===== config.mk =====
export PLATFORM = sky130hd
export DESIGN_NAME = popeye_prom_we
export DESIGN_NICKNAME = d
export VERILOG_FILES = /design/src/popeye_pkg.sv /design/src/popeye_prom_we.sv
export SDC_FILE = /design/constraint.sdc
export NUM_CORES = 1
export LEC_CHECK = 0
export BUFFER_PORTS_ARGS = -buffer_cell sky130_fd_sc_hd__buf_4
export CORE_MARGIN = 3
export CORE_UTILIZATION = 39
export CTS_CLUSTER_DIAMETER = 50
export DETAILED_ROUTE_END_ITERATION = 8
export GPL_ROUTABILITY_DRIVEN = 0
export GPL_TIMING_DRIVEN = 0
export PLACE_DENSITY_LB_ADDON = 0.25
export SLEW_MARGIN = 15
export SYNTH_ARGS = -nofsm -noshare
export SYNTH_HDL_FRONTEND = slang
export SYNTH_SLANG_ARGS = --single-unit

===== constraint.sdc =====
create_clock -name clk -period 0.8 [get_ports clk]
set_input_delay 0.12 -clock clk [delete_from_list [all_inputs] [get_ports clk]]
set_output_delay 0.12 -clock clk [all_outputs]
set_load 0.005 [all_outputs]

===== src/popeye_pkg.sv =====
//////////////////////////////////////////////////
// Common definitions for the video subsystem:
// raster geometry, download map, pipeline types.
// Blocks pull it in with a wildcard import
//////////////////////////////////////////////////

package popeye_pkg;

    // Horizontal raster, counted in pixels
    localparam logic [8:0] H_VISIBLE = 9'd256;
    localparam logic [8:0] H_TOTAL   = 9'd320;   // 64 blanked pixels

    // Vertical raster, counted in lines
    localparam logic [8:0] V_VISIBLE = 9'd224;
    localparam logic [8:0] V_TOTAL   = 9'd264;   // 40 blanked lines

    // Text layer in 8x8 tiles
    localparam int TILE_COLS = 32;
    localparam int TILE_ROWS = 28;

    // Download map, byte addresses
    // 256 characters of 8 rows, MSB is the leftmost pixel
    localparam logic [11:0] CHAR_BASE = 12'h000;
    localparam logic [11:0] PAL_BASE  = 12'h800;
    localparam logic [11:0] PAL_SIZE  = 12'd32;  // R[7:5] G[4:2] B[1:0]

    // Pixel periods from counter value to rgb
    localparam int PIPE_DEPTH = 3;

    // Target of a download write
    typedef enum logic [1:0] {
        REG_CHAR = 2'd0,
        REG_PAL  = 2'd1,
        REG_NONE = 2'd2        // idle or out of range
    } prom_region_e;

    // Registered download write
    typedef struct packed {
        logic [10:0]  addr;    // offset inside the region
        logic [ 7:0]  data;
        prom_region_e region;
    } prom_wr_t;

    // Raster position out of the timing stage
    typedef struct packed {
        logic [8:0] h;
        logic [8:0] v;
        logic       hb;
        logic       vb;
    } raster_t;

    // Text pixel out of the tile stage
    typedef struct packed {
        logic       pix;
        logic [2:0] color;     // Top bits of the tile code
        logic       hb;
        logic       vb;
    } txt_pix_t;

endpackage


===== src/popeye_prom_we.sv =====
//////////////////////////////////////////////////
// Download decoder. Sorts each ioctl byte into
// character ROM or palette PROM and registers it
//////////////////////////////////////////////////

module popeye_prom_we
    import popeye_pkg::*;
(
    input  logic        clk,
    input  logic        arst_n,
    input  logic [11:0] ioctl_addr,
    input  logic [ 7:0] ioctl_data,
    input  logic        ioctl_wr,
    output prom_wr_t    prom_wr
);

logic [11:0]  char_off, pal_off;
logic [10:0]  addr_nxt, addr_q;
logic [ 7:0]  data_q;
prom_region_e region_nxt, region_q;

// Address classification
always_comb begin
    char_off = ioctl_addr - CHAR_BASE;
    pal_off  = ioctl_addr - PAL_BASE;
    if (ioctl_addr < PAL_BASE) begin
        region_nxt = REG_CHAR;
        addr_nxt   = char_off[10:0];
    end else if (ioctl_addr < PAL_BASE + PAL_SIZE) begin
        region_nxt = REG_PAL;
        addr_nxt   = pal_off[10:0];
    end else begin
        region_nxt = REG_NONE;        // Beyond palette, dropped
        addr_nxt   = pal_off[10:0];
    end
end

always_ff @(posedge clk or negedge arst_n) begin
    if (!arst_n) region_q <= REG_NONE;
    else         region_q <= ioctl_wr ? region_nxt : REG_NONE;
end

always_ff @(posedge clk) begin
    if (ioctl_wr) begin
        addr_q <= addr_nxt;
        data_q <= ioctl_data;
    end
end

assign prom_wr = '{addr: addr_q, data: data_q, region: region_q};

// No write may reach a memory one clock after an idle strobe
a_idle_none: assert property (@(posedge clk) disable iff (!arst_n)
    !$past(ioctl_wr) |-> prom_wr.region == REG_NONE);

endmodule


Word-level counts from Yosys, hierarchy flattened:

Cells that the tools add are included.

* mux-type cells: 4
* add/sub/neg operators: 1
* order comparisons: 2

Operator list (count)
* $lt A12 B12 Y1 const B: 2
* $mux W11: 1
* $sub A11 B1 Y11 const B: 1
* $mux W2: 3

* bits of input ports: 23
* word-level logic and storage cells: 10
* output and inout port bits: 21
* register bits: 21

Depth between registers and ports, before layout:

Gate-level depths: netlist (run 1).

* word-level depth: 4
* mapped depth: 2

Worst setup path before layout (run 1):

No wires, ideal clock.

* path type: in2reg
* start: input ioctl_addr[8]
* end: register region_q[1]
* setup slack: -243 ps
* data arrival time: 959 ps
* cell stages on the path: 2
* required time: 716 ps
* library setup time: 84 ps
* cells stage by stage: or4_4 > o32a_1

* longest elaborated chain between the ends: 4
* elaborated cells on any way between the ends: 5
* classes of those cells: order compare: 2; mux: 3

Ends and longest elaborated chain
* start, declared: line popeye_prom_we.sv:11 `input logic [11:0] ioctl_addr,`
* $lt A12 B12 Y1: line popeye_prom_we.sv:29 `end else if (ioctl_addr < PAL_BASE + PAL_SIZE) begin`
* $mux W2: line popeye_prom_we.sv:29
* $mux W2 (*): line popeye_prom_we.sv:26 `if (ioctl_addr < PAL_BASE) begin`
* $mux W2 (*): line popeye_prom_we.sv:40 `else region_q <= ioctl_wr ? region_nxt : REG_NONE;`
* end signal, assigned: line popeye_prom_we.sv:40
* end, declared: line popeye_prom_we.sv:20 `prom_region_e region_nxt, region_q;`

Mark *: on every way between the ends. The rest lies on a longest branch, timed or not.
A chain may end at the register's enable or synchronous reset.

Worst setup path in the final report (run 1):

* start: register region_q[1]
* end: output prom_wr[1] (netlist bit)

RTL lines
* end, declared: line popeye_prom_we.sv:14 `output prom_wr_t prom_wr`

No word-level cell between the ends.

==> results of run 1 <==
path summary, 6_finish.rpt:
path / start / end / slack, ns / depth (start not counted)
setup / recovery: region_q[1]$_DFF_PN1_ / prom_wr[1] / -0.23 / 1
hold / removal: ioctl_addr[10] / region_q[0]$_DFF_PN0_ / -0.003 / 2
max in group asynchronous: arst_n / region_q[1]$_DFF_PN1_ / 0.48 / 2
min in group asynchronous: arst_n / region_q[0]$_DFF_PN0_ / 0.13 / 2
metrics by stage:
step                      total power (uW)  cell area, um^2  cells  hold slack, ns
final                                 2130             1260    108        -0.00313
after global routing                  2250             1260    108         -0.0341
after CTS                             2120             1210    106         -0.0173
after detailed placement              1580             1010     86         -0.0950
after global placement                1570             1010     86         -0.0976
after floorplan                       1350              663     27          -0.176
power groups by stage:
stage | clock network, uW | logic [uW] | registers, uW
3_3_place_gp | 0 | 241 | 1330
6_report | 473 | 339 | 1320
2_1_floorplan | 0 | 9.11 | 1350
4_1_cts | 497 | 314 | 1310
3_5_place_dp | 0 | 247 | 1330
5_1_grt | 565 | 364 | 1320
per-layer routing:
metal	part of all wire	wire length, um	track usage	vias to the layer above
li1	-	-	-	237
met1	0.33	513	0.134	249
met2	0.59	919	0.291	28
met3	0.073	113	0.0383	2
met4	0.0051	8	0.0497	0
met5	0	0	0	-
Yosys cell counts:
cell type   n
dfrtp_1     1
dfstp_2     1
edfxtp_1   19
inv_1       1
nand2_1     1
nand2b_1    1
nor4_1      1
o32a_1      1
or4_4       1
timing repair:
item | 4_1_cts | 5_1_grt
endpoints found under the hold margin | 18 | 3
resized for setup | 4 | 7
hold buffers | 16 | 2
setup endpoints to repair | 22 | 23
layout make-up:
cell class                      count  area, um^2  area share
Timing Repair Buffer               61         541       0.430
Clock buffer                        4        26.3      0.0209
Tap cell                           16        20.0      0.0159
Sequential cell                    21         622       0.495
Inverter                            1        3.75     0.00299
Multi-Input combinational cell      5        43.8      0.0349
flip-flops by register name, summed over array words and instances (netlist names):
signal    flops
addr_q       11
data_q        8
region_q      2
kinds of logic (layout without fill, tap and decap cells):
family,after synthesis,count (layout),share of synthesized area
AO/OA/AOI/OAI,1,1,0.0151
flip-flops,21,21,0.938
AND/OR/NAND/NOR,4,4,0.0415
buffers and inverters,1,66,0.00565
==> results.cfg, run 1 <==
[final_layout]
antenna_cells = 0
nFillCells = 91
fin_util = 0.806
synthToLayoutAreaGrowth_pct = 89.4
final_cell_mix = buf_4 (33), edfxtp_1 (19), dlygate4sd3_1 (18)
layout.nets = 116
layout_commonest_cell = buf_4
drive_gt1_frac = 0.533

[timing]
tightest_slew_ns = 0.264
relSlewSlack = 0.824
setup_ws_ns = -0.228
max_freq_mhz = 973
timing.hold.ws_ns = -0.00313
slew_viol_final = 0
tns_ns = -2.86
rsz0062_at_grt = yes
hold_violations = 1
period_needed_ns = 1.03
setup_viol = 22
period_share = 1.28

[cts]
cts_max_level = 1
cts_buffers = 3
cts_root_buffer = clkbuf_4
cts.path.max_buffers = 2
cts_tree = done
cts_sinks = 21
cts_setup_buffers = 0
clk_pin_slew_ns = 0.10

[floorplan]
start_util = 0.425
dieWidth_um = 47.2
die_y_um = 47.2
row_count = 14
core_area_mm2 = 0.00156
dieArea_mm2 = 0.00223
boundaryPins = 44

[pwr]
power.density_mw_per_mm2 = 1690
p_comb_frac = 0.159
peakVddDrop_mv = 1.19
p_switching_uw = 407
p_sw_frac = 0.191
p_seq_frac = 0.619
p_int_uw = 1720
clkPwrFrac = 0.222
p_leak_uw = 0.000534

[yosys]
synthTopCellsByArea = edfxtp_1 (86%), dfstp_2 (4.0%), dfrtp_1 (3.8%)
yosysWarnings = 0
ys_seq_elements = 21
syn_nets = 50
synth_top_area_frac = 0.860
synth_cell_types = 9
ys_seq_area_frac = 0.938
netlist_area_um2 = 663
avgSynthCellArea_um2 = 24.6
syn_inst = 27
synth_top_area_cell = edfxtp_1

[setup_path]
cp-end-kind = output pin
cp_cell_sequence = buf_6
arrival_ns = 0.91
worstSetupStartpointType = flop
max_stage_delay_ns = 0.54
crit_type = flop to output pin
crit_fanout = 1
critPathBufInv = 1
critPathTopFamily = flip-flops
cp_slowest_cell = dfstp_2
cp.required_ns = 0.68

[grt]
antenna_found_initial = 0
grt_start_max_net_pins = 23
grt_pass1_wl_mm = 2.12
overflow = 0
grt_pass1_vias = 479
grt_util_all_layers = 0.144

[run]
drv_cap = 0

[detailed_routing]
detail_route.wirelength_mm = 1.56
drt-initial-drc-count = 10
ant_nets = 0
avgViaCountPerCell = 4.78
drc = 0
num_vias = 516
first_pass_iters = 3
avgRoutedWirePerCell_um = 14.4

[outcome]
status = complete, but fails checks
violations = hold timing, setup timing

[place]
port_buffers = 43
post-place-ws_ns = -0.360

[hold_path]
hold_path.class = input port to flop
Power figures use the tool's default switching activity.
==> run 2: changes to the inputs <==
--- a/config.mk
+++ b/config.mk
@@ -13,6 +13,7 @@
 export GPL_ROUTABILITY_DRIVEN = 0
 export GPL_TIMING_DRIVEN = 0
 export PLACE_DENSITY_LB_ADDON = 0.25
+export RECOVER_POWER = 50
 export SLEW_MARGIN = 15
 export SYNTH_ARGS = -nofsm -noshare
 export SYNTH_HDL_FRONTEND = slang
==> results.cfg, run 2 (synthesized netlist as in run 1, its figures left out) <==
[detailed_routing]
ant_nets = 0
avgViaCountPerCell = 4.71
first_pass_iters = 3
avgRoutedWirePerCell_um = 14.4
detail_route.wirelength_mm = 1.56
drc = 0
drt-initial-drc-count = 10
num_vias = 509

[final_layout]
final_cell_mix = buf_4 (29), edfxtp_1 (19), dlygate4sd3_1 (18)
regArea_um2 = 622
regMostFlops = addr_q
drive_gt1_frac = 0.500
antenna_cells = 0
multi_input_area_um2 = 43.8
nFillCells = 97
layout_commonest_cell = buf_4
largest_reg_flops = 11
reg_top3 = addr_q (11), data_q (8), region_q (2)
synthToLayoutAreaGrowth_pct = 87.4
stdcell_area_mm2 = 0.00124
layout.nets = 116

[setup_path]
crit_fanout = 1
worstSetupStartpointType = flop
cp_slowest_cell = dfstp_2
cp.required_ns = 0.68
arrival_ns = 0.91
cp_cell_sequence = buf_6
critical_path_cell_count = 1
crit_type = flop to output pin
critPathBufInv = 1
critPathTopFamily = flip-flops
max_stage_delay_ns = 0.54
cp-end-kind = output pin

[outcome]
violations = setup timing
status = complete, but fails checks

[cts]
clk_pin_slew_ns = 0.10
cts_tree = done
cts_buffers = 3
cts_sinks = 21
cts.path.max_buffers = 2
cts_max_level = 1
cts_root_buffer = clkbuf_4
cts_setup_buffers = 0

[timing]
rsz0062_at_grt = yes
max_freq_mhz = 972
hold_violations = 0
tightest_slew_ns = 0.508
setup_ws_ns = -0.229
tns_ns = -2.85
relSlewSlack = 0.661
period_share = 1.29
timing.hold.ws_ns = 0.0631
period_needed_ns = 1.03
setup_viol = 22
slew_viol_final = 0

[floorplan]
row_count = 14
die_y_um = 47.2
dieArea_mm2 = 0.00223
core_area_mm2 = 0.00156
start_util = 0.425
dieWidth_um = 47.2
boundaryPins = 44

[place]
post-place-ws_ns = -0.360
port_buffers = 43
placedInstanceArea_mm2 = 0.00101

[grt]
antenna_found_initial = 0
grt_start_max_net_pins = 23
overflow = 0
grt_pass1_vias = 479
grt_pass1_wl_mm = 2.12
grt_util_all_layers = 0.144

[pwr]
p_leak_uw = 0.000522
p_comb_frac = 0.156
peakVddDrop_mv = 1.18
p_seq_frac = 0.621
p_int_uw = 1710
p_sw_frac = 0.192
clkPwrFrac = 0.223
power.density_mw_per_mm2 = 1710
power_uw = 2120
p_switching_uw = 407

[hold_path]
hold_path.class = input port to flop
whs_path_depth = 2

[run]
drv_cap = 0
[run 2: cell count changes in the layout (fill, tap and decap cells not counted), sizes merged]
cell    before  now
buf         43   39
clkbuf       4    8
[run 2: metrics by stage]
step | util | std cells
5_1_grt | 0.797 | 108
4_1_cts | 0.774 | 106
3_3_place_gp | 0.645 | 86
2_1_floorplan | - | 27
6_report | 0.797 | 108
3_5_place_dp | 0.645 | 86
[run 2: routing by layer]
layer / global-route usage / part of all wire
met5: 0 / 0
met3: 0.0383 / 0.074
met1: 0.134 / 0.33
met2: 0.291 / 0.59
met4: 0.0497 / 0
[run 2: worst paths after layout]
| check | slack [ns] | end | startpoint |
|---|---|---|---|
| worst min-delay path | 0.06 | region_q[0]$_DFF_PN0_ | ioctl_addr[10] |
| max in group asynchronous | 0.46 | region_q[1]$_DFF_PN1_ | arst_n |
| min in group asynchronous | 0.13 | region_q[0]$_DFF_PN0_ | arst_n |
| worst max-delay path | -0.23 | prom_wr[1] | region_q[1]$_DFF_PN1_ |
[run 2: power groups by stage]
| stage | Clock, uW | Combinational (uW) | Sequential [uW] |
|---|---|---|---|
| finish | 473 | 331 | 1320 |
| global route | 565 | 356 | 1330 |
| CTS | 497 | 314 | 1310 |
| detailed placement | 0 | 247 | 1330 |
| global placement | 0 | 241 | 1330 |
| floorplan | 0 | 9.11 | 1350 |
[run 2: cell type report]
class | instances | share of cell area
flip-flops and latches | 21 | 0.501
repair buffers | 61 | 0.424
well taps | 16 | 0.0161
inverters | 1 | 0.00302
multi-input cells | 5 | 0.0352
clock buffers | 4 | 0.0211
[run 2: repair_timing]
action,4_1_cts,5_1_grt
hold endpoints to repair,18,3
gates resized for setup,4,7
hold buffers,16,2
setup endpoints to repair,22,23
