## src/popeye_pkg.sv

```systemverilog
//////////////////////////////////////////////////
// Common definitions for the video subsystem:
// raster geometry, download map, pipeline types.
// Blocks pull it in with a wildcard import
//////////////////////////////////////////////////

package popeye_pkg;

    // Horizontal raster, counted in pixels
    localparam logic [8:0] H_VISIBLE = 9'd256;
    localparam logic [8:0] H_TOTAL   = 9'd320;   // 64 blanked pixels

    // Vertical raster, counted in lines
    localparam logic [8:0] V_VISIBLE = 9'd224;
    localparam logic [8:0] V_TOTAL   = 9'd264;   // 40 blanked lines

    // Text layer in 8x8 tiles
    localparam int TILE_COLS = 32;
    localparam int TILE_ROWS = 28;

    // Download map, byte addresses
    // 256 characters of 8 rows, MSB is the leftmost pixel
    localparam logic [11:0] CHAR_BASE = 12'h000;
    localparam logic [11:0] PAL_BASE  = 12'h800;
    localparam logic [11:0] PAL_SIZE  = 12'd32;  // R[7:5] G[4:2] B[1:0]

    // Pixel periods from counter value to rgb
    localparam int PIPE_DEPTH = 3;

    // Target of a download write
    typedef enum logic [1:0] {
        REG_CHAR = 2'd0,
        REG_PAL  = 2'd1,
        REG_NONE = 2'd2        // idle or out of range
    } prom_region_e;

    // Registered download write
    typedef struct packed {
        logic [10:0]  addr;    // offset inside the region
        logic [ 7:0]  data;
        prom_region_e region;
    } prom_wr_t;

    // Raster position out of the timing stage
    typedef struct packed {
        logic [8:0] h;
        logic [8:0] v;
        logic       hb;
        logic       vb;
    } raster_t;

    // Text pixel out of the tile stage
    typedef struct packed {
        logic       pix;
        logic [2:0] color;     // Top bits of the tile code
        logic       hb;
        logic       vb;
    } txt_pix_t;

endpackage

```

## src/popeye_colmix.sv

```systemverilog
//////////////////////////////////////////////////
// Colour mixer. Palette lookup of the text pixel,
// black during blanking. Last pipeline stage
//////////////////////////////////////////////////

module popeye_colmix
    import popeye_pkg::*;
(
    input  logic       clk,
    input  logic       arst_n,
    input  logic       pxl_cen,
    input  txt_pix_t   txt,
    input  prom_wr_t   prom_wr,
    output logic [2:0] red,
    output logic [2:0] green,
    output logic [2:0] blue,
    output logic       hb,
    output logic       vb
);

logic [7:0] pal_ram [0:PAL_SIZE-1];
logic [7:0] pal_byte;

always_ff @(posedge clk) begin
    if (prom_wr.region == REG_PAL) pal_ram[prom_wr.addr[4:0]] <= prom_wr.data;
end

// Only the lower 16 entries are reachable
assign pal_byte = pal_ram[{1'b0, txt.color, txt.pix}];

always_ff @(posedge clk or negedge arst_n) begin
    if (!arst_n) begin
        red   <= 3'd0;
        green <= 3'd0;
        blue  <= 3'd0;
        hb    <= 1'b0;
        vb    <= 1'b0;
    end else if (pxl_cen) begin
        hb <= txt.hb;
        vb <= txt.vb;
        if (txt.hb || txt.vb) begin
            red   <= 3'd0;                     // Blank to black
            green <= 3'd0;
            blue  <= 3'd0;
        end else begin
            red   <= pal_byte[7:5];
            green <= pal_byte[4:2];
            blue  <= {pal_byte[1:0], 1'b0};    // LSB is always zero
        end
    end
end

a_blank_black: assert property (@(posedge clk) disable iff (!arst_n)
    hb || vb |-> {red, green, blue} == 9'd0);

endmodule

```

## config.mk

```make
export PLATFORM = sky130hd
export DESIGN_NAME = popeye_colmix
export DESIGN_NICKNAME = d
export VERILOG_FILES = /design/src/popeye_pkg.sv /design/src/popeye_colmix.sv
export SDC_FILE = /design/constraint.sdc
export NUM_CORES = 1
export LEC_CHECK = 0
export BUFFER_PORTS_ARGS = -buffer_cell sky130_fd_sc_hd__buf_2
export CORE_MARGIN = 1
export CORE_UTILIZATION = 50
export DETAILED_ROUTE_END_ITERATION = 10
export PLACE_DENSITY_LB_ADDON = 0.1
export SYNTH_ARGS = -nofsm -noshare
export SYNTH_HDL_FRONTEND = slang
export SYNTH_SLANG_ARGS = --single-unit
```

## constraint.sdc

```tcl
create_clock -name clk -period 2.5 [get_ports clk]
set_clock_uncertainty 0.2 [all_clocks]
set_input_delay 0.25 -clock clk [delete_from_list [all_inputs] [get_ports clk]]
set_output_delay 0.25 -clock clk [all_outputs]
set_load 0.05 [all_outputs]
```

[Word level (Yosys, flattened, before mapping)]
Memories as Yosys holds them, arrays and structs flattened.
Index checks and enable logic that the tools add are counted.
Storage, ports and cells
  bits in writable memories: 256
  bits in latches: 0
  logic and storage cells: 13
  bits of input ports: 30
  flip-flop bits (word level): 11
  memories kept: 1
  output and inout port bits: 11
  ROM bits: 0
Operators by class
  add/subtract/negate cells: 0
  div/mod/pow operators: 0
  reductions and logical operators: 1
  shift operators: 0
  magnitude comparators: 0
  multiply operators: 0
  equality and inequality tests: 1
  bitwise gates (word level): 0
  multiplexer cells: 5
Memories
  pal_ram: words 32, bits a word 8, rd ports 1, clocked after memory_dff 0, wr ports 1, line popeye_colmix.sv:21  | logic [7:0] pal_ram [0:PAL_SIZE-1];
Operators with widths (count)
  3-bit 2-to-1 mux: 3
  2-bit by 1-bit == test with 1-bit output, second input constant: 1
  1-bit 2-to-1 mux: 2
  1-bit logical OR: 1

[Longest topological paths before layout]
Gate-level depths: netlist of run 1.
  depth in word-level cells: 3
  depth in mapped cells: 6
  depth with buffers taken out: 4

[Least setup slack after synthesis of run 1]
No wires, ideal clock.
  path kind: input -> register
  start: input prom_wr[1] in the netlist's numbering
  end: memory pal_ram[13][0] (enable)
  stages: 3
  setup time: 0.370 ns
  data arrival time: 1.293 ns
  buffers on the path: 0
  path slack: 0.637 ns
  required time: 1.930 ns
  cells stage by stage: nand2b_1 or3b_2 nor2_1
Between the ends
  word-level cells in the longest chain between the ends: 3
Ends and longest elaborated chain
  from (decl): line popeye_colmix.sv:13  | input prom_wr_t prom_wr,
  2-bit by 1-bit == test with 1-bit output: line popeye_colmix.sv:25  | if (prom_wr.region == REG_PAL) pal_ram[prom_wr.addr[4:0]] <= prom_wr.data;
  1-bit 2-to-1 mux: line popeye_colmix.sv:25
  1-bit 2-to-1 mux (implied by the code): line popeye_colmix.sv:25
  to (decl): line popeye_colmix.sv:21
Every way passes these cells.

[Worst setup path in the final report of run 1]
  start: input txt[0] in the netlist's numbering
  end: register green[0]
Between the ends
  word-level cells in the longest chain between the ends: 2
Ends and longest elaborated chain
  from (decl): line popeye_colmix.sv:12  | input txt_pix_t txt,
  1-bit logical OR: line popeye_colmix.sv:41  | if (txt.hb || txt.vb) begin
  3-bit 2-to-1 mux: line popeye_colmix.sv:41
  to (signal assigned): line popeye_colmix.sv:47  | green <= pal_byte[4:2];
  to (decl): line popeye_colmix.sv:15  | output logic [2:0] green,
Every way passes these cells.
A chain may end at the register's enable or synchronous reset.

==> impl_summary.log, run 1 <==
[metrics] Storage cell area: 4090 µm²
[metrics] Post-layout nets: 384
[metrics] chip height: 106 µm
[metrics] worst slew pin tran: 0.591 ns
[metrics] RSZ-0062 raised after global routing: no
[metrics] commonest non-fill, non-tap cell in the layout: sky130_fd_sc_hd__edfxtp_1
[metrics] count of final max-slew check failures: 0
[metrics] pin count of the biggest net entering global routing: 21
[metrics] class of the most critical setup path: primary input to register
[metrics] global-route wire length before repair: 16000 µm
[metrics] distinct cell type count after synthesis: 30
[metrics] wire length per cell: 20.3 µm
[metrics] arrival time of the worst setup path: 2.18 ns
[metrics] initial drt markers: 175
[metrics] CP cell instances: dlygate4sd3_1, buf_2, or4b_1, a221oi_1, o21ai_0, nand2_1
[metrics] total count of hold-check failures in the final report: 0
[metrics] number of global-route vias before repair: 2821
[metrics] area grow syn2layout: 22.2%
[metrics] post-synthesis cell area: 5390 µm²
[metrics] Crit path required time: 2.75 ns
[metrics] final count of negative-setup-slack endpoints: 0
[metrics] clock share of power: 47.3%
[metrics] number of buffers inserted for hold repair after clock tree synthesis: 13
[metrics] share of flip-flops with an asynchronous set or reset: 7.25%
[metrics] average via count per standard cell: 5.44
[metrics] met2 WL post-DR: 4960 µm
[metrics] buffer and inverter count on the worst path: 2
[metrics] met1 wire length: 4590 µm
[metrics] proportion of power drawn by flip-flops and latches: 47.2%
[metrics] Multi-input gate area: 1210 µm²
[metrics] RePlAce Congestion: 0.697
[metrics] n_diodes: 0
[metrics] Hold Path Class: primary input to register
[metrics] clock transition at the register clock pins on the worst setup and hold paths after CTS: 0.06 ns
[metrics] # fillers: 757
[metrics] Remaining DRCs: 0
[metrics] Die Wd: 106 µm
[metrics] number of flops mapped to enable cells by yosys: 128
[metrics] combinational group share of total power: 5.5%
[metrics] worst slew margin relative to its limit: 60.5%
[metrics] initial antenna violation count: 0
[metrics] Period minus WS final: 1.93 ns
[metrics] reported leakage power: 2.34 nW
[metrics] post-synthesis sequential area ratio: 75.9%
[metrics] initial cell density of the core: 52.0%
[metrics] status: finished clean
[metrics] total gr overflow: 0
[metrics] commonest register cell after synthesis: sky130_fd_sc_hd__edfxtp_1
[metrics] cell row count: 37
[metrics] net switching fraction of the power: 20.8%
[metrics] total CTS buffers: 17
[metrics] least setup slack across all paths after layout: 0.567 ns
[metrics] Syn Area/Cell: 19.5 µm²
[metrics] length of the first detailed-routing pass in iterations: 4
[metrics] count of pins on the block boundary: 41
[metrics] CTS tree: yes
[metrics] CTS root buffer: sky130_fd_sc_hd__clkbuf_8
[metrics] maximum single-stage delay on the critical path: 0.71 ns
[metrics] Detail Route Antenna Nets: 0
[metrics] PostCTS Resize Cnt: 0
[metrics] Die Outline Area: 11200 µm²
[metrics] later-pin clock latency in the skew report: 0.51 ns
[metrics] #FFs+latches synth: 138
[metrics] number of warnings reported in the yosys synthesis log: 0
[metrics] category of cells accounting for the largest share of critical-path delay: simple AND/OR/NAND/NOR gates
[metrics] total routed wirelength: 10200 µm
[metrics] Clock Path Buffers: 2
[metrics] crit start category: primary input
[metrics] number of maximum-capacitance constraint violations: 0
[metrics] area inside the core boundary: 10400 µm²
[metrics] GRT Overall Usage: 20.5%
[metrics] fraction of the cycle the final worst path needs: 77.3%
[metrics] IR Drop Worst-Case VDD: 0.464 mV
[metrics] total negative slack for setup checks: 0 ns
[metrics] Post-Syn Instances: 276
[metrics] most frequent cells in the layout: 128 x sky130_fd_sc_hd__edfxtp_1, 33 x sky130_fd_sc_hd__buf_2, 27 x sky130_fd_sc_hd__buf_4
[metrics] share of post-route cells with drive strength above 1: 33.6%
[metrics] input/output buffers: 33
[metrics] biggest fanout along the worst timing path: 8
[metrics] depth of the CTS H-tree: 4
[metrics] Place WS: 0.363 ns
[metrics] NetSw: 1.12 mW
[metrics] clock sink total: 138
[metrics] via count: 2730
[metrics] Internal Dissipation: 4.30 mW
[metrics] final HPWL from detailed placement: 6360 µm
[metrics] worst hold margin: 0.146 ns
[metrics] kind of capture point of the worst setup path: register
[metrics] Highest Clock Rate: 517 MHz
[metrics] setup fix buffers added after clock tree synthesis: 0
[metrics] power density over cell area: 822 nW/µm²
[metrics] DR top layer: met4
[metrics] Slowest cell on crit path: sky130_fd_sc_hd__or4b_1
[metrics] synthesized net count: 306
[metrics] Met3 Wirelength: 498 µm
cells by family (layout without fill, tap and decap cells):
logic type	count (synthesis)	after routing	synth area share [%]
flops	138	138	75.9
mux	51	51	15.0
simple gates	46	46	4.43
compound gates	23	23	2.95
buf+inv	17	107	1.67
other cells	1	1	0.0695
metal layers:
metal / GRT usage, % / vias to the layer above
li1: - / 1271
met1: 28.5 / 1369
met2: 31.7 / 80
met3: 4.76 / 10
met4: 8.04 / 0
met5: 0 / -
layout make-up:
| class | instances | area share [%] |
|---|---|---|
| inverter | 3 | 0.171 |
| multi-input combinational | 121 | 18.4 |
| sequential | 138 | 62.1 |
| timing repair buffer | 73 | 7.55 |
| tap | 136 | 2.58 |
| clock inverter | 13 | 2.90 |
| clock buffer | 18 | 6.34 |
power by group through the flow:
stage / clock network, mW / registers, mW / logic [mW]
after floorplan: 0 / 2.65 / 0.132
after CTS: 2.60 / 2.56 / 0.303
final: 2.56 / 2.56 / 0.297
after global routing: 2.71 / 2.56 / 0.321
after detailed placement: 0 / 2.61 / 0.286
after global placement: 0 / 2.61 / 0.283
worst min-delay path, stage by stage:
cell and delay [ns]:
sky130_fd_sc_hd__buf_2 0.10, sky130_fd_sc_hd__nor4bb_1 0.12, sky130_fd_sc_hd__buf_4 0.16, sky130_fd_sc_hd__a21oi_1 0.12, sky130_fd_sc_hd__nand2_1 0.05
worst paths after layout:
kind / startpoint / endpoint / slack [ns] / cells after the start
worst min register to register: hb$_DFFE_PN0P_ / hb$_DFFE_PN0P_ / 0.30 / 1
worst max-delay path: txt[0] / green[0]$_DFFE_PN0P_ / 0.57 / 6
worst min-delay path: txt[4] / green[1]$_DFFE_PN0P_ / 0.15 / 5
max in group asynchronous: arst_n / red[1]$_DFFE_PN0P_ / 1.11 / 3
min in group asynchronous: arst_n / green[0]$_DFFE_PN0P_ / 0.60 / 3
worst max register to register: pal_ram[14][4]$_DFFE_PP_ / green[2]$_DFFE_PN0P_ / 0.84 / 4
cells in the mapped netlist, drive strengths merged, types with 2 or more instances:
master | n | area [µm²]
mux2 | 8 | 90.1
or3 | 2 | 12.5
o221ai | 3 | 26.3
edfxtp | 128 | 3840
or3b | 2 | 17.5
inv | 3 | 11.3
a22oi | 2 | 15.0
nand3b | 3 | 22.5
nor2b | 6 | 37.5
o21ai | 5 | 25.0
clkbuf | 4 | 15.0
mux4 | 23 | 518
o211ai | 2 | 15.0
buf | 10 | 63.8
mux2i | 20 | 200
a21oi | 5 | 25.0
dfrtp | 10 | 250
nor2 | 19 | 71.3
a221oi | 5 | 43.8
nand2 | 8 | 30.0
sequential cells by signal, indices dropped and copies added, names as in the netlist:
signal and flops:
blue 2, pal_ram 128, green 3, red 3, vb 1, hb 1
per-stage QoR:
stage | instances | cell area [µm²] | utilization [%] | power, mW
4_1_cts | 502 | 6590 | 63.6 | 5.47
3_3_place_gp | 458 | 5850 | 56.4 | 2.89
3_5_place_dp | 458 | 5850 | 56.4 | 2.89
2_1_floorplan | 276 | 5390 | - | 2.79
5_1_grt | 502 | 6590 | 63.6 | 5.59
6_report | 502 | 6590 | 63.6 | 5.42
No activity file was read; power rests on OpenSTA's default activity.
==> inputs of run 2 (changes only) <==
clock period = 1.6 ns   (was 2.5 ns; I/O delays follow)
==> run 2 against run 1 <==
Register-to-register slack worse by 0.89 ns. Critical path depth fell by 2. Clock power rose by 50%. Non-clock buffer count up 12. Sequential cell count is the same. Critical path type is now register to register. The flow now finishes with violations (negative setup slack). Wire length increased by 3.7%. Critical endpoint is now blue[2]$_DFFE_PN0P_. Global-route usage is 0.59 points higher. Power grew 54%. Largest power group unchanged.
==> impl_summary.log, run 2 (same netlist as run 1, synthesis figures left out) <==
[metrics] terminus of the critical flop-to-flop path: blue[2]$_DFFE_PN0P_
[metrics] worst slew margin relative to its limit: 62.9% (+2.4 points)
[metrics] maximum single-stage delay on the critical path: 0.50 ns (-0.21 ns)
[metrics] Worst Setup SP: pal_ram[13][1]$_DFFE_PP_
[metrics] Register-to-Register Path Depth: 4 (unchanged)
[metrics] origin of the critical flop-to-flop path: pal_ram[13][1]$_DFFE_PP_
[metrics] Highest Clock Rate: 608 MHz
[metrics] final count of negative-setup-slack endpoints: 5 (+5)
[metrics] area of placed instances: 6110 µm² (+4.4%)
[metrics] initial cell density of the core: 52.0% (unchanged)
[metrics] RSZ-0062 raised after global routing: yes
[metrics] IR Drop Worst-Case VDD: 0.650 mV (+40%)
[metrics] total gr overflow: 0 (unchanged)
[metrics] biggest fanout along the worst timing path: 1 (-7)
[metrics] total count of hold-check failures in the final report: 0 (unchanged)
[metrics] area grow syn2layout: 28.1%
[metrics] clock share of power: 45.8% (-1.5 points)
[metrics] depth of the CTS H-tree: 4 (unchanged)
[metrics] initial drt markers: 195 (+11%)
[metrics] crit start category: register
[metrics] Period minus WS final: 1.65 ns
[metrics] Slowest cell on crit path: sky130_fd_sc_hd__mux4_2
[metrics] minimum setup slack among reg-to-reg paths: -0.05 ns (-0.89 ns)
[metrics] reported leakage power: 2.46 nW (+5.4%)
[metrics] Layout Cells excl Fill: 515 (+2.6%)
[metrics] setup fix buffers added after clock tree synthesis: 0 (unchanged)
[metrics] NetSw: 1.70 mW (+51%)
[metrics] violated checks: negative setup slack
[metrics] CP cell instances: mux4_2, mux2_4, a21oi_2, nand2_1
[metrics] count of final max-slew check failures: 0 (unchanged)
[metrics] share of post-route cells with drive strength above 1: 37.7% (+4.1 points)
[metrics] wire length per cell: 20.5 µm (+1.1%)
[metrics] fin area: 6910 µm² (+4.8%)
[metrics] n_diodes: 0 (unchanged)
[metrics] area inside the core boundary: 10400 µm² (unchanged)
[metrics] hold wc startpoint: prom_wr[11]
[metrics] number of global-route vias before repair: 2988 (+5.9%)
[metrics] initial antenna violation count: 0 (unchanged)
[metrics] power density over cell area: 1210 nW/µm² (+47%)
[metrics] clock transition at the register clock pins on the worst setup and hold paths after CTS: 0.06 ns (about the same)
[metrics] Hold Path Class: primary input to register
[metrics] Die Wd: 106 µm (unchanged)
[metrics] Crit path required time: 1.79 ns (-0.96 ns)
[metrics] Die Outline Area: 11200 µm² (unchanged)
[metrics] number of flip-flops under the largest register name: 128 (unchanged)
[metrics] later-pin clock latency in the skew report: 0.52 ns (about the same)
[metrics] average via count per standard cell: 5.55 (+2.1%)
[metrics] GRT Overall Usage: 21.1% (+0.59 points)
[metrics] Clock Path Buffers: 2 (unchanged)
[metrics] total routed wirelength: 10600 µm (+3.7%)
[metrics] proportion of power drawn by flip-flops and latches: 47.8% (+0.6 points)
[metrics] least setup slack across all paths after layout: -0.0452 ns (-0.613 ns)
[metrics] fraction of the cycle the final worst path needs: 103%
[metrics] kind of capture point of the worst setup path: register
[metrics] worst hold margin: 0.0348 ns (-0.111 ns)
[metrics] worst setup path end: blue[2]$_DFFE_PN0P_
[metrics] CTS tree: yes
[metrics] net switching fraction of the power: 20.3% (-0.45 points)
[metrics] total CTS buffers: 17 (unchanged)
[metrics] count of pins on the block boundary: 41 (unchanged)
[metrics] Remaining DRCs: 0 (unchanged)
[metrics] class of the most critical setup path: register to register
[metrics] Multi-input gate area: 1270 µm² (+4.7%)
[metrics] Storage cell area: 4090 µm² (unchanged)
[metrics] # fillers: 724 (-4.4%)
[metrics] RePlAce Congestion: 0.734 (+5.4%)
[metrics] length of the first detailed-routing pass in iterations: 4 (unchanged)
[metrics] worst slew pin tran: 0.555 ns (-0.0361 ns)
[metrics] global-route wire length before repair: 16500 µm (+2.8%)
[metrics] combinational group share of total power: 6.4% (+0.9 points)
[metrics] cell count after placement: 465 (+1.5%)
[metrics] Detail Route Antenna Nets: 0 (unchanged)
[metrics] final HPWL from detailed placement: 6940 µm (+9.2%)
[metrics] status: finished, violations left
[metrics] commonest non-fill, non-tap cell in the layout: sky130_fd_sc_hd__edfxtp_1
[metrics] chip height: 106 µm (unchanged)
[metrics] via count: 2859 (+4.7%)
[metrics] Post-layout nets: 396 (+3.1%)
[metrics] most frequent cells in the layout: 128 x sky130_fd_sc_hd__edfxtp_1, 33 x sky130_fd_sc_hd__buf_2, 23 x sky130_fd_sc_hd__mux4_2
[metrics] input/output buffers: 33 (unchanged)
[metrics] cell row count: 37 (unchanged)
[metrics] Internal Dissipation: 6.67 mW (+55%)
[metrics] CTS root buffer: sky130_fd_sc_hd__clkbuf_8
[metrics] number of maximum-capacitance constraint violations: 0 (unchanged)
[metrics] arrival time of the worst setup path: 1.83 ns (-0.35 ns)
[metrics] clock sink total: 138 (unchanged)
[metrics] pin count of the biggest net entering global routing: 18 (-14%)
[run 2: changes by cell type in the layout (fill, tap and decap cells not counted), sizes merged]
| cell | change |
|---|---|
| buf | +7 |
| bufinv | -1 |
| clkbuf | +3 |
| clkinv | +4 |
| dlygate4sd3 | +5 |
| inv | -5 |
[run 2: layout make-up]
class / count / area share, %
flip-flops and latches: 138 / 59.2
clock inverters: 11 / 2.10
multi-input cells: 121 / 18.3
well taps: 136 / 2.46
inverters: 3 / 0.163
repair buffers: 85 / 11.2
clock buffers: 21 / 6.50
[run 2: metal layers]
layer | routed length, µm | vias up | global-route usage [%]
met2 | 5350 | 83 | 34.3
met1 | 4580 | 1465 | 27.2
met5 | 0 | - | 0
met3 | 517 | 12 | 5.57
met4 | 128 | 0 | 8.33
li1 | - | 1299 | -
[run 2: critical path, delay by kind of cell, from the launching register on]
| family | cells | cell delay (ns) |
|---|---|---|
| muxes | 2 | 0.78 |
| DFF | 1 | 0.37 |
| AOI/OAI and AO/OA | 1 | 0.11 |
| and+or+nand+nor | 1 | 0.06 |
[run 2: worst min-delay path by stage]
stage / to / slack, ns / cells after the start
after global placement: vb$_DFFE_PN0P_ / -0.15 / 1
after CTS: green[2]$_DFFE_PN0P_ / 0.02 / 5
after detailed placement: vb$_DFFE_PN0P_ / -0.15 / 1
after global routing: pal_ram[13][6]$_DFFE_PP_ / 0.04 / 3
after floorplan: blue[1]$_DFFE_PN0P_ / -0.34 / 0
final: pal_ram[13][6]$_DFFE_PP_ / 0.03 / 3
[run 2: power by group through the flow]
stage          registers (mW)  clock network (mW)  logic [mW]
2_1_floorplan            4.15                   0       0.209
3_3_place_gp             4.08                   0       0.487
3_5_place_dp             4.08                   0       0.494
4_1_cts                  4.00                3.88       0.543
5_1_grt                  4.01                4.04       0.577
6_report                 4.00                3.83       0.537
[run 2: what timing repair did]
| action | in CTS | in global routing |
|---|---|---|
| pin swaps | 3 | 1 |
| resized for setup | 6 | 1 |
| hold buffers | 18 | 0 |
| endpoints found under the hold margin | 148 | 0 |
| cloned | 0 | 0 |
| setup endpoints to repair | 5 | 5 |
[run 2: metrics by stage]
stage	TNS, ns	power, mW	setup slack (ns)	utilization [%]
3_5_place_dp	-10.81	4.57	-0.220	58.9
5_1_grt	-0.407	8.62	-0.103	66.7
2_1_floorplan	-1.52	4.36	-0.0634	-
6_report	-0.156	8.37	-0.0452	66.7
3_3_place_gp	-9.64	4.56	-0.216	58.9
4_1_cts	-0.173	8.42	-0.0725	66.6
